`src/video_ram_pkg.sv`:
```
/*
 * Shared widths, pixel and bus word types, and the writer FSM encoding.
 * Modules of the video capture path pull these in with a wildcard import.
 */
package video_ram_pkg;

	////////////////////////////////////////////////////////////////////////////
	// Widths
	////////////////////////////////////////////////////////////////////////////

	localparam int PIXEL_W            = 24;	// R, G, B bytes
	localparam int BUS_DATA_W         = 32;	// One bus data word
	localparam int BUS_ADDR_W         = 32;	// Byte address on the bus
	localparam int LINE_ADDR_W        = 11;	// Index into one line buffer
	localparam int LINE_NUM_W         = 10;	// Enough for 480 active lines and more
	localparam int LINE_DEPTH         = 2 ** LINE_ADDR_W;	// Pixels per buffer bank

	// Bytes covered by one data beat, used to step the burst address
	localparam int BUS_BYTES_PER_WORD = 4;

	////////////////////////////////////////////////////////////////////////////
	// Types
	////////////////////////////////////////////////////////////////////////////

	// Red in [23:16], green in [15:8], blue in [7:0]
	typedef logic [PIXEL_W-1:0]     pixel_t;
	typedef logic [BUS_DATA_W-1:0]  bus_word_t;
	typedef logic [BUS_ADDR_W-1:0]  bus_addr_t;
	typedef logic [LINE_ADDR_W-1:0] line_addr_t;
	typedef logic [LINE_NUM_W-1:0]  line_num_t;

	// Memory write FSM
	typedef enum logic [2:0]
	{
		ST_INIT       = 3'd0,	// Wait for memory controller init
		ST_START_LINE = 3'd1,	// Wait for a full line, load line address
		ST_REQUEST    = 3'd2,	// Bus request held until address ack
		ST_WRITE      = 3'd3,	// Beats out, then wait for write complete
		ST_COMPLETE   = 3'd4	// Step address, next burst or line done
	} writer_state_t;

endpackage
```
`src/burst_writer.sv`:
```
/*
 * Memory write FSM. Walks a ready line out as fixed bursts on the bus,
 * stepping the address and telling the formatter when to fetch each beat.
 */
module burst_writer
	import video_ram_pkg::*;
#(
	parameter int        BURST_LEN       = 16,	// Beats per burst
	parameter int        PIXELS_PER_LINE = 720,
	parameter bus_addr_t RAM_BASE_ADDR   = '0,
	parameter int        BYTES_PER_LINE  = 4096	// Line stride in memory
)
(
	input  logic      i_clk_100_bus,
	input  logic      i_sys_rst,
	input  logic      i_mem_init_done,
	input  logic      i_line_ready,
	input  line_num_t i_line_num,
	input  logic      i_bus_addr_ack,
	input  logic      i_bus_wr_comp,
	output logic      o_bus_request,
	output bus_addr_t o_bus_addr,
	output logic      o_bus_wr_burst,
	output logic      o_line_start,	// Reload formatter read pointer
	output logic      o_beat,	// Fetch one word for the bus
	output logic      o_line_done
);

	localparam int BURSTS_PER_LINE = PIXELS_PER_LINE / BURST_LEN;
	localparam int BURST_CNT_W     = $clog2(BURSTS_PER_LINE + 1);
	localparam int BEAT_CNT_W      = $clog2(BURST_LEN + 1);

	localparam logic [BURST_CNT_W-1:0] BURSTS_LAST = BURST_CNT_W'(BURSTS_PER_LINE);
	localparam logic [BEAT_CNT_W-1:0]  BEATS_MAX   = BEAT_CNT_W'(BURST_LEN);
	localparam bus_addr_t LINE_STRIDE = bus_addr_t'(BYTES_PER_LINE);
	localparam bus_addr_t BURST_STEP  = bus_addr_t'(BURST_LEN * BUS_BYTES_PER_WORD);

	writer_state_t r_state;
	writer_state_t c_next;
	logic [BURST_CNT_W-1:0] r_burst_cnt;	// Bursts issued this line
	logic [BEAT_CNT_W-1:0]  r_beat_cnt;	// Beats issued this burst

	////////////////////////////////////////////////////////////////////////////
	// FSM
	////////////////////////////////////////////////////////////////////////////

	always_comb
	begin
		c_next = r_state;
		case (r_state)
			ST_INIT:
				if (i_mem_init_done)
					c_next = ST_START_LINE;
			ST_START_LINE:
				if (i_line_ready)
					c_next = ST_REQUEST;
			ST_REQUEST:
				if (i_bus_addr_ack)
					c_next = ST_WRITE;
			ST_WRITE:
				if (i_bus_wr_comp)
					c_next = ST_COMPLETE;
			ST_COMPLETE:
				c_next = (r_burst_cnt == BURSTS_LAST) ? ST_START_LINE : ST_REQUEST;
			default:
				c_next = ST_INIT;
		endcase
	end

	always_ff @(posedge i_clk_100_bus or posedge i_sys_rst)
	begin
		if (i_sys_rst)
			r_state <= ST_INIT;
		else
			r_state <= c_next;
	end

	// Burst and beat counters
	always_ff @(posedge i_clk_100_bus or posedge i_sys_rst)
	begin
		if (i_sys_rst)
		begin
			r_burst_cnt <= '0;
			r_beat_cnt  <= '0;
		end
		else
		begin
			if (r_state == ST_START_LINE)
				r_burst_cnt <= '0;
			else if (r_state == ST_REQUEST && i_bus_addr_ack)
				r_burst_cnt <= r_burst_cnt + 1'b1;	// Count on grant
			if (r_state == ST_REQUEST)
				r_beat_cnt <= '0;
			else if (o_beat)
				r_beat_cnt <= r_beat_cnt + 1'b1;
		end
	end

	// Line address, then burst steps
	always_ff @(posedge i_clk_100_bus)
	begin
		if (r_state == ST_START_LINE)
			o_bus_addr <= RAM_BASE_ADDR + bus_addr_t'(i_line_num) * LINE_STRIDE;
		else if (r_state == ST_COMPLETE)
			o_bus_addr <= o_bus_addr + BURST_STEP;
	end

	////////////////////////////////////////////////////////////////////////////
	// Outputs
	////////////////////////////////////////////////////////////////////////////

	assign o_bus_request  = (r_state == ST_REQUEST);
	assign o_bus_wr_burst = (r_state == ST_REQUEST) || (r_state == ST_WRITE && !i_bus_wr_comp);
	assign o_beat         = (r_state == ST_WRITE) && (r_beat_cnt < BEATS_MAX);
	assign o_line_start   = (r_state == ST_START_LINE) && i_line_ready;
	assign o_line_done    = (r_state == ST_COMPLETE) && (r_burst_cnt == BURSTS_LAST);

	// Slave completes only once every beat of the burst has been fetched
	a_full_burst : assert property (@(posedge i_clk_100_bus) disable iff (i_sys_rst)
		(r_state == ST_WRITE && i_bus_wr_comp) |-> (r_beat_cnt == BEATS_MAX));

	// Request only while the memory controller reports init done
	a_req_after_init : assert property (@(posedge i_clk_100_bus) disable iff (i_sys_rst)
		o_bus_request |-> i_mem_init_done);

endmodule

```
`config.mk`:
```
export PLATFORM = sky130hd
export DESIGN_NAME = burst_writer
export DESIGN_NICKNAME = d
export VERILOG_FILES = /design/src/video_ram_pkg.sv /design/src/burst_writer.sv
export SDC_FILE = /design/constraint.sdc
export NUM_CORES = 1
export LEC_CHECK = 0
export ABC_AREA = 1
export BUFFER_PORTS_ARGS = -buffer_cell sky130_fd_sc_hd__buf_4
export CELL_PAD_IN_SITES_DETAIL_PLACEMENT = 0
export CELL_PAD_IN_SITES_GLOBAL_PLACEMENT = 2
export CORE_MARGIN = 10
export CORE_UTILIZATION = 30
export DETAILED_ROUTE_END_ITERATION = 8
export PLACE_DENSITY = 0.85
export SLEW_MARGIN = 20
export SYNTH_ARGS = -nofsm -noshare
export SYNTH_HDL_FRONTEND = slang
export SYNTH_SLANG_ARGS = --single-unit
```
`constraint.sdc`:
```
create_clock -name i_clk_100_bus -period 2.9 [get_ports i_clk_100_bus]
set_input_delay 0.58 -clock i_clk_100_bus [delete_from_list [all_inputs] [get_ports i_clk_100_bus]]
set_output_delay 0.58 -clock i_clk_100_bus [all_outputs]
set_load 0.01 [all_outputs]
```
==> flow_metrics.env, run 1 <==
export IMPL_outcome="finished, final reports clean"
export IMPL_min_period_over_period=0.735
export IMPL_area_growth_pct=23.8
export IMPL_fin_worst_skew_ps=8.77
export IMPL_ff2ff_path_depth=8
export IMPL_cts_setup_buffers=0
export IMPL_floorplan_die_width_um=109
export IMPL_synthArstFlopShare=0.350
export IMPL_period_minus_slack_ps=2130
export IMPL_grt_pass1_vias=2166
export IMPL_die_area_um2=11900
export IMPL_h_tree_depth=2
export IMPL_setup_viol=0
export IMPL_cp_buffers_inverters=2
export IMPL_dp_hpwl_mm=5.00
export IMPL_synth_distinct_cells=31
export IMPL_peakVddDrop_mv=0.475
export IMPL_drtPass1Iterations=4
export IMPL_drv_slew=0
export IMPL_syn_avg_cell_area_um2=6.93
export IMPL_clockRootBuffer="clkbuf_8"
export IMPL_syn_area_um2=2380
export IMPL_drive_above_1_share=0.167
export IMPL_cp_end_kind="output port"
export IMPL_cts_buffer_depth=2
export IMPL_grt_start_max_net_pins=17
export IMPL_max_stage_delay_ps=460
export IMPL_cts_resized=0
export IMPL_rsz0062_at_grt="false"
export IMPL_nets=414
export IMPL_antenna_found_initial=0
export IMPL_slowest_stage="dfrtp_1"
export IMPL_drtIter0Drc=62
export IMPL_critPathMaxFanout=16
export IMPL_tritoncts="yes"
export IMPL_synth_seq_cells=40
export IMPL_crit_top_cell="buf_4"
export IMPL_critical_path_cell_chain="nor2_1 -> nand2_1 -> buf_4 -> nor3_1 -> buf_4"
export IMPL_synth_edf_count=10
export IMPL_post_synth_top_count_cell="nand2_1"
export IMPL_synthTopCellsByCount="nand2_1 (96), nor2_1 (61), inv_1 (39)"
export IMPL_fin_tns_setup_ps=0
export IMPL_ctsHoldBuffers=0
export IMPL_num_vias=2222
export IMPL_swShare=0.400
export IMPL_cpLargestDelayFamily="flip-flops"
export IMPL_pwr_share_clk=0.221
export IMPL_synth_top_cells_by_area="nand2_1 (15%), dfrtp_1 (15%), dfxtp_1 (13%)"
export IMPL_p_int_mw=1.41
export IMPL_critPathLaunchType="flop"
export IMPL_max_freq_ghz=0.469
export IMPL_power_frac_seq=0.383
export IMPL_switchingPower_mw=0.942
export IMPL_place_congestion=0.781
export IMPL_ant_nets=0
export IMPL_overflow=0
export IMPL_drt_total_wl_mm=6.35
export IMPL_diodes=0
export IMPL_port_buffer_count=46
export IMPL_reg2reg_from="o_bus_addr[6]"
export IMPL_whs_ps=317
export IMPL_final_hold_violation_count=0
export IMPL_yosys_warnings=0
export IMPL_worst_r2r_endpoint="o_bus_addr[18]"
export IMPL_coreArea_um2=7730
export IMPL_fin_area_um2=2950
export IMPL_cts_inserted_buffers=5
export IMPL_start_util=0.308
export IMPL_cap_violations=0
export IMPL_ys_seq_area_frac=0.408
export IMPL_p_comb_frac=0.396
export IMPL_path_class="reg -> out"
export IMPL_pin_count=53
export IMPL_synth_top_area_cell="nand2_1"
export IMPL_via_per_inst=4.47
export IMPL_synth_flop_cell="dfxtp_1"
export IMPL_tightest_slew_ps=534
export IMPL_die_y_um=109
export IMPL_grt_pass1_wl_mm=10.4
export IMPL_yosys_area_top_type_share=0.151
export IMPL_r2r_slack_ps=1170
export IMPL_clock_sinks=40
export IMPL_post_route_drc_count=0
export IMPL_rows=32
export IMPL_postSynthCellCount=344
export IMPL_p_per_area_nw_per_um2=799
export IMPL_clk_pin_slew_ps=90
export IMPL_wl_per_cell_um=12.8
export IMPL_place_area_um2=2820
export IMPL_crit_required_ps=2320
export IMPL_maxSlewHeadroom=0.644
export IMPL_p_leak_nw=1.34
export IMPL_clk_latency_ps=300
export IMPL_min_path_type="in -> async"
export IMPL_grtUsageTotal=0.109
export IMPL_cp_arrival_ps=1550
[through the flow]
stage          utilization  total power, mW  std cells  worst slack [ps]
2_1_floorplan            -             1.50        349              1150
3_3_place_gp         0.365             1.87        489              1040
3_5_place_dp         0.365             1.87        489              1090
4_1_cts              0.382             2.40        497               740
5_1_grt              0.382             2.56        497               612
6_report             0.382             2.36        497               769
[logic make-up (layout without fill, tap and decap cells)]
group | Yosys count | count (layout) | synth area share
xor gates and xnor gates | 6 | 6 | 0.0221
other | 1 | 6 | 0.00157
AOI/OAI and AO/OA | 37 | 37 | 0.0851
adders and majority gates | 4 | 4 | 0.0210
and+or+nand+nor | 203 | 203 | 0.365
DFF | 40 | 40 | 0.408
buffers and inverters | 53 | 99 | 0.0977
[power groups by stage]
stage / logic (mW) / registers [mW] / clock network (mW)
after floorplan: 0.583 / 0.915 / 0
after global placement: 0.955 / 0.913 / 0
after detailed placement: 0.954 / 0.915 / 0
after CTS: 0.957 / 0.902 / 0.539
after global routing: 1.07 / 0.927 / 0.570
final: 0.932 / 0.902 / 0.521
[how the worst max path moves through the flow]
stage                         endpoint        from  cells past startpoint
after floorplan           o_line_start  r_state[1]                      4
after global placement     o_line_done  r_state[1]                      5
after detailed placement   o_line_done  r_state[1]                      5
after CTS                  o_line_done  r_state[1]                      5
after global routing       o_line_done  r_state[1]                      5
final                      o_line_done  r_state[1]                      5
[placed cells by master (no fill, tap or decap), drive strengths merged]
master / netlist / routed
bufinv: 0 / 1
edfxtp: 10 / 10
nand2: 96 / 96
buf: 10 / 49
nand4: 4 / 4
o211ai: 1 / 1
inv: 42 / 42
o22ai: 1 / 1
a21oi: 14 / 14
nor2: 64 / 64
clkbuf: 1 / 7
dfrtp: 14 / 14
dfxtp: 16 / 16
conb: 1 / 6
ha: 4 / 4
o31ai: 1 / 1
o21bai: 2 / 2
nand3b: 2 / 2
o21a: 1 / 1
o21ai: 16 / 16
nand3: 31 / 31
a31o: 1 / 1
xnor2: 2 / 2
nor3: 6 / 6
xor2: 4 / 4
[layout make-up]
| type | instances | area, µm² |
|---|---|---|
| fill | 864 | 4780 |
| sequential | 40 | 971 |
| clock buffer | 7 | 97.6 |
| clock inverter | 1 | 30.0 |
| timing repair buffer | 49 | 368 |
| inverter | 42 | 158 |
| multi-input combinational | 256 | 1200 |
| tap | 102 | 128 |
[flip-flops by register name, summed over array words and instances (netlist names)]
register / count
o_bus_addr: 26
r_burst_cnt: 6
r_beat_cnt: 5
r_state: 3
[routing by layer]
metal | GRT usage | share of wire | vias up
met2 | 0.185 | 0.47 | 42
li1 | - | - | 1182
met4 | 0.0198 | 0.0043 | 0
met1 | 0.131 | 0.47 | 996
met5 | 0 | 0 | -
met3 | 0.0378 | 0.055 | 2
No activity file was read; power rests on OpenSTA's default activity.
==> inputs of run 2 (changes only) <==
--- a/config.mk
+++ b/config.mk
@@ -10,9 +10,9 @@
 export CELL_PAD_IN_SITES_DETAIL_PLACEMENT = 0
 export CELL_PAD_IN_SITES_GLOBAL_PLACEMENT = 2
 export CORE_MARGIN = 10
-export CORE_UTILIZATION = 30
+export CORE_UTILIZATION = 29
 export DETAILED_ROUTE_END_ITERATION = 8
-export PLACE_DENSITY = 0.85
+export PLACE_DENSITY = 0.83
 export SLEW_MARGIN = 20
 export SYNTH_ARGS = -nofsm -noshare
 export SYNTH_HDL_FRONTEND = slang
==> constraint.sdc (replaced) <==
create_clock -name i_clk_100_bus -period 2.1 [get_ports i_clk_100_bus]
set_input_delay 0.42 -clock i_clk_100_bus [delete_from_list [all_inputs] [get_ports i_clk_100_bus]]
set_output_delay 0.42 -clock i_clk_100_bus [all_outputs]
set_load 0.01 [all_outputs]
==> run 2 against run 1 <==
- critical endpoint unchanged
- clock skew grew 8.4 ps
- routed wire length grew 0.55%
- critical path type unchanged
- power grew 31%
- final area down 0.68%
==> flow_metrics.env, run 2 (synthesized netlist as in run 1, its figures left out) <==
export IMPL_antenna_found_initial=0
export IMPL_fin_worst_skew_ps=17.2
export IMPL_maxSlewHeadroom=0.610
export IMPL_period_minus_slack_ps=1890
export IMPL_tritoncts="yes"
export IMPL_cap_violations=0
export IMPL_reg2reg_from="o_bus_addr[6]"
export IMPL_num_vias=2219
export IMPL_cts_inserted_buffers=5
export IMPL_fin_area_um2=2930
export IMPL_top_register="o_bus_addr"
export IMPL_clockRootBuffer="clkbuf_8"
export IMPL_min_period_over_period=0.902
export IMPL_peakVddDrop_mv=0.420
export IMPL_highest_signal_layer="met4"
export IMPL_met2_length_mm=3.04
export IMPL_r2r_slack_ps=430
export IMPL_pin_count=53
export IMPL_die_y_um=111
export IMPL_setup_viol=0
export IMPL_crit_required_ps=1680
export IMPL_p_total_mw=3.10
export IMPL_drive_above_1_share=0.174
export IMPL_nets=416
export IMPL_clock_sinks=40
export IMPL_largest_reg_flops=26
export IMPL_max_stage_delay_ps=460
export IMPL_critPathLaunchType="flop"
export IMPL_drt_total_wl_mm=6.39
export IMPL_grt_pass1_vias=2223
export IMPL_post_route_drc_count=0
export IMPL_critical_path_cell_chain="nor2_1 -> nand2_1 -> nor3_1 -> buf_4"
export IMPL_outcome="finished, final reports clean"
export IMPL_area_growth_pct=23.0
export IMPL_min_path_type="in -> async"
export IMPL_place_congestion=0.766
export IMPL_final_common_cell="nand2_1"
export IMPL_drtPass1Iterations=4
export IMPL_cts_setup_buffers=0
export IMPL_via_per_inst=4.45
export IMPL_cts_buffer_depth=2
export IMPL_clk_latency_ps=300
export IMPL_grtUsageTotal=0.105
export IMPL_cp_end_kind="output port"
export IMPL_dp_hpwl_mm=5.12
export IMPL_port_buffer_count=46
export IMPL_drv_slew=0
export IMPL_worst_slack_ps=206
export IMPL_ff2ff_path_depth=8
export IMPL_h_tree_depth=2
export IMPL_fin_tns_setup_ps=0
export IMPL_die_area_um2=12200
export IMPL_whs_ps=188
export IMPL_dp_worst_setup_slack_ps=452
export IMPL_coreArea_um2=7850
export IMPL_slowest_stage="dfrtp_1"
export IMPL_critPathMaxFanout=5
export IMPL_clk_pin_slew_ps=80
export IMPL_rows=32
export IMPL_cp_arrival_ps=1470
export IMPL_path_class="reg -> out"
export IMPL_rsz0062_at_grt="false"
export IMPL_largest_registers="o_bus_addr (26), r_burst_cnt (6), r_beat_cnt (5)"
export IMPL_start_util=0.304
export IMPL_diodes=0
export IMPL_layout_common_cells="nand2_1 (96), nor2_1 (61), buf_4 (51), inv_1 (39), nand3_1 (29)"
export IMPL_dp_cells=491
export IMPL_path_depth=4
export IMPL_ant_nets=0
export IMPL_cts_resized=0
export IMPL_place_area_um2=2840
export IMPL_final_hold_violation_count=0
export IMPL_wl_met1_mm=2.99
export IMPL_dr_wl_met3_um=307
export IMPL_floorplan_die_width_um=111
export IMPL_final_cells=499
export IMPL_postLayoutCoreUtil=0.373
export IMPL_grt_start_max_net_pins=16
export IMPL_cpLargestDelayFamily="simple AND/OR/NAND/NOR gates"
export IMPL_max_freq_ghz=0.528
export IMPL_wl_per_cell_um=12.8
export IMPL_p_leak_nw=1.34
export IMPL_cp_buffers_inverters=1
export IMPL_drtIter0Drc=69
export IMPL_grt_pass1_wl_mm=10.9
export IMPL_fillerInstances=876
export IMPL_tightest_slew_ps=585
export IMPL_worst_r2r_endpoint="o_bus_addr[24]"
export IMPL_ctsHoldBuffers=0
export IMPL_overflow=0
export IMPL_p_per_area_nw_per_um2=1060
-- run 2: cell count changes in the layout (fill, tap and decap cells not counted) --
| cell | before | now |
|---|---|---|
| clkinv_2 | 0 | 2 |
| bufinv_16 | 1 | 0 |
| clkbuf_1 | 1 | 0 |
| buf_4 | 49 | 51 |
| clkbuf_16 | 1 | 0 |
| clkbuf_8 | 5 | 6 |
-- run 2: final cells by class --
cell class	instances	area, µm²	share of cell area
Multi-Input combinational cell	256	1200	0.409
Tap cell	102	128	0.0436
Clock buffer	6	82.6	0.0282
Timing Repair Buffer	51	383	0.131
Clock inverter	2	10.0	0.00342
Sequential cell	40	971	0.331
Inverter	42	158	0.0538
-- run 2: worst max-delay path by stage --
stage / end / start / slack, ps
after detailed placement: o_bus_addr[24] / o_bus_addr[6] / 450
after CTS: o_line_done / r_state[1] / 160
after global routing: o_line_done / r_burst_cnt[1] / 10
after global placement: o_bus_addr[19] / o_bus_addr[14] / 510
after floorplan: o_bus_addr[12] / r_state[1] / 500
final: o_line_done / r_state[1] / 210
-- run 2: report_power, final --
| group | switching, mW | leakage (nW) | internal, mW |
|---|---|---|---|
| registers | 0.215 | 0.415 | 1.03 |
| logic | 0.787 | 0.872 | 0.514 |
| clock network | 0.288 | 0.0510 | 0.263 |
-- run 2: routing by layer --
| metal | vias up | GRT usage |
|---|---|---|
| met1 | 988 | 0.133 |
| li1 | 1185 | - |
| met4 | 0 | 0.0207 |
| met2 | 41 | 0.174 |
| met5 | - | 0 |
| met3 | 5 | 0.0292 |
==> inputs of run 3 (changes only) <==
--- a/config.mk
+++ b/config.mk
@@ -7,12 +7,12 @@
 export LEC_CHECK = 0
 export ABC_AREA = 1
 export BUFFER_PORTS_ARGS = -buffer_cell sky130_fd_sc_hd__buf_4
-export CELL_PAD_IN_SITES_DETAIL_PLACEMENT = 0
-export CELL_PAD_IN_SITES_GLOBAL_PLACEMENT = 2
+export CELL_PAD_IN_SITES_DETAIL_PLACEMENT = 1
+export CELL_PAD_IN_SITES_GLOBAL_PLACEMENT = 1
 export CORE_MARGIN = 10
-export CORE_UTILIZATION = 29
+export CORE_UTILIZATION = 30
 export DETAILED_ROUTE_END_ITERATION = 8
-export PLACE_DENSITY = 0.83
+export PLACE_DENSITY = 0.69
 export SLEW_MARGIN = 20
 export SYNTH_ARGS = -nofsm -noshare
 export SYNTH_HDL_FRONTEND = slang
==> run 3 against run 2 <==
- clock-buffer cell count is 1 higher
- final area hardly changed
- routed wire length is 8.0% higher
- sequential power hardly changed
- final cell count is 0.20% lower
- highest routed layer unchanged
==> flow_metrics.env, run 3 (synthesized netlist as in run 1, its figures left out) <==
export IMPL_outcome="finished, final reports clean"
export IMPL_antenna_found_initial=0
export IMPL_critPathLaunchType="flop"
export IMPL_fin_worst_skew_ps=10.1
export IMPL_area_growth_pct=23.1
export IMPL_h_tree_depth=2
export IMPL_period_minus_slack_ps=1920
export IMPL_largest_registers="o_bus_addr (26), r_burst_cnt (6), r_beat_cnt (5)"
export IMPL_place_area_um2=2830
export IMPL_p_int_mw=1.84
export IMPL_floorplan_die_width_um=109
export IMPL_die_area_um2=11900
export IMPL_fin_tns_setup_ps=0
export IMPL_peakVddDrop_mv=0.526
export IMPL_nets=415
export IMPL_cp_arrival_ps=1500
export IMPL_pin_count=53
export IMPL_top_register="o_bus_addr"
export IMPL_fillerInstances=1008
export IMPL_max_freq_ghz=0.521
export IMPL_tritoncts="yes"
export IMPL_layout_common_cells="nand2_1 (96), nor2_1 (61), buf_4 (50), inv_1 (39), nand3_1 (29)"
export IMPL_largest_reg_flops=26
export IMPL_max_stage_delay_ps=470
export IMPL_crit_required_ps=1680
export IMPL_post_route_drc_count=0
export IMPL_final_hold_violation_count=0
export IMPL_cpLargestDelayFamily="simple AND/OR/NAND/NOR gates"
export IMPL_drt_total_wl_mm=6.90
export IMPL_ctsHoldBuffers=0
export IMPL_power_frac_seq=0.395
export IMPL_rows=32
export IMPL_grt_start_max_net_pins=20
export IMPL_postLayoutCoreUtil=0.379
export IMPL_fin_area_um2=2930
export IMPL_ant_nets=0
export IMPL_maxSlewHeadroom=0.621
export IMPL_slowest_stage="dfrtp_1"
export IMPL_clock_sinks=40
export IMPL_diodes=0
export IMPL_tightest_slew_ps=567
export IMPL_cap_violations=0
export IMPL_p_comb_frac=0.416
export IMPL_dp_worst_setup_slack_ps=450
export IMPL_clk_pin_slew_ps=90
export IMPL_cts_resized=0
export IMPL_num_vias=2307
export IMPL_switchingPower_mw=1.33
export IMPL_coreArea_um2=7730
export IMPL_drv_slew=0
export IMPL_clk_latency_ps=300
export IMPL_setup_viol=0
export IMPL_cp_end_kind="output port"
export IMPL_cp_buffers_inverters=1
export IMPL_drive_above_1_share=0.169
export IMPL_min_period_over_period=0.914
export IMPL_path_class="reg -> out"
export IMPL_rsz0062_at_grt="false"
export IMPL_die_y_um=109
export IMPL_r2r_slack_ps=420
export IMPL_start_util=0.308
export IMPL_dp_hpwl_mm=5.61
export IMPL_p_total_mw=3.17
export IMPL_min_path_type="in -> async"
export IMPL_whs_ps=171
export IMPL_critical_path_cell_chain="nor2_1 -> nand2_1 -> nor3_1 -> buf_4"
export IMPL_grtUsageTotal=0.120
export IMPL_critPathMaxFanout=5
export IMPL_grt_pass1_vias=2501
export IMPL_final_cells=498
export IMPL_ff2ff_path_depth=7
export IMPL_clockRootBuffer="clkbuf_8"
export IMPL_grt_pass1_wl_mm=11.6
export IMPL_p_leak_nw=1.34
export IMPL_overflow=0
export IMPL_cts_inserted_buffers=5
export IMPL_via_per_inst=4.63
export IMPL_worst_r2r_endpoint="o_bus_addr[19]"
export IMPL_wl_per_cell_um=13.8
export IMPL_place_congestion=0.817
export IMPL_pwr_share_clk=0.189
export IMPL_reg2reg_from="o_bus_addr[12]"
export IMPL_drtIter0Drc=48
export IMPL_swShare=0.420
export IMPL_drtPass1Iterations=4
export IMPL_port_buffer_count=46
export IMPL_cts_buffer_depth=2
export IMPL_final_common_cell="nand2_1"
export IMPL_cts_setup_buffers=0
export IMPL_p_per_area_nw_per_um2=1080
export IMPL_dp_cells=490
export IMPL_worst_slack_ps=180
-- run 3: cell types whose count changed in the layout (fill, tap and decap cells not counted) --
cell | before | now
clkinv_2 | 2 | 1
clkbuf_16 | 0 | 1
buf_4 | 51 | 50
clkbuf_1 | 0 | 1
clkbuf_8 | 6 | 5
-- run 3: power by group through the flow --
stage | sequential [mW] | clock, mW | combinational [mW]
detailed placement | 1.27 | 0 | 1.35
floorplan | 1.26 | 0 | 0.805
global placement | 1.26 | 0 | 1.32
global route | 1.29 | 0.645 | 1.53
CTS | 1.25 | 0.619 | 1.36
finish | 1.25 | 0.600 | 1.32
-- run 3: final cells by class --
cell class	count	area [µm²]	share of cell area
flip-flops and latches	40	971	0.331
repair buffers	50	375	0.128
well taps	102	128	0.0435
clock buffers	7	97.6	0.0333
clock inverters	1	5.00	0.00171
multi-input cells	256	1200	0.408
inverters	42	158	0.0538
-- run 3: layer usage --
metal | GRT usage | share of wire | vias to the layer above
met5 | 0 | 0 | -
met4 | 0.0339 | 0.013 | 0
met3 | 0.0295 | 0.047 | 9
met2 | 0.216 | 0.50 | 36
met1 | 0.137 | 0.44 | 1076
li1 | - | - | 1186
-- run 3: how the worst max path moves through the flow --
stage,start,endpoint,cells after the start
detailed placement,o_bus_addr[12],o_bus_addr[19],7
CTS,r_state[1],o_line_done,4
global route,r_burst_cnt[1],o_line_done,5
finish,r_state[1],o_line_done,4
floorplan,r_state[1],o_bus_addr[12],4
global placement,o_bus_addr[6],o_bus_addr[18],8
-- run 3: worst reg2reg max path, stage by stage, from the launching register on --
cell and delay (ps):
edfxtp_1 440, nand2_1 100, nor2_1 150, inv_1 50, nor2_1 380, nand3_1 130, nand3_1 120, nand2_1 60
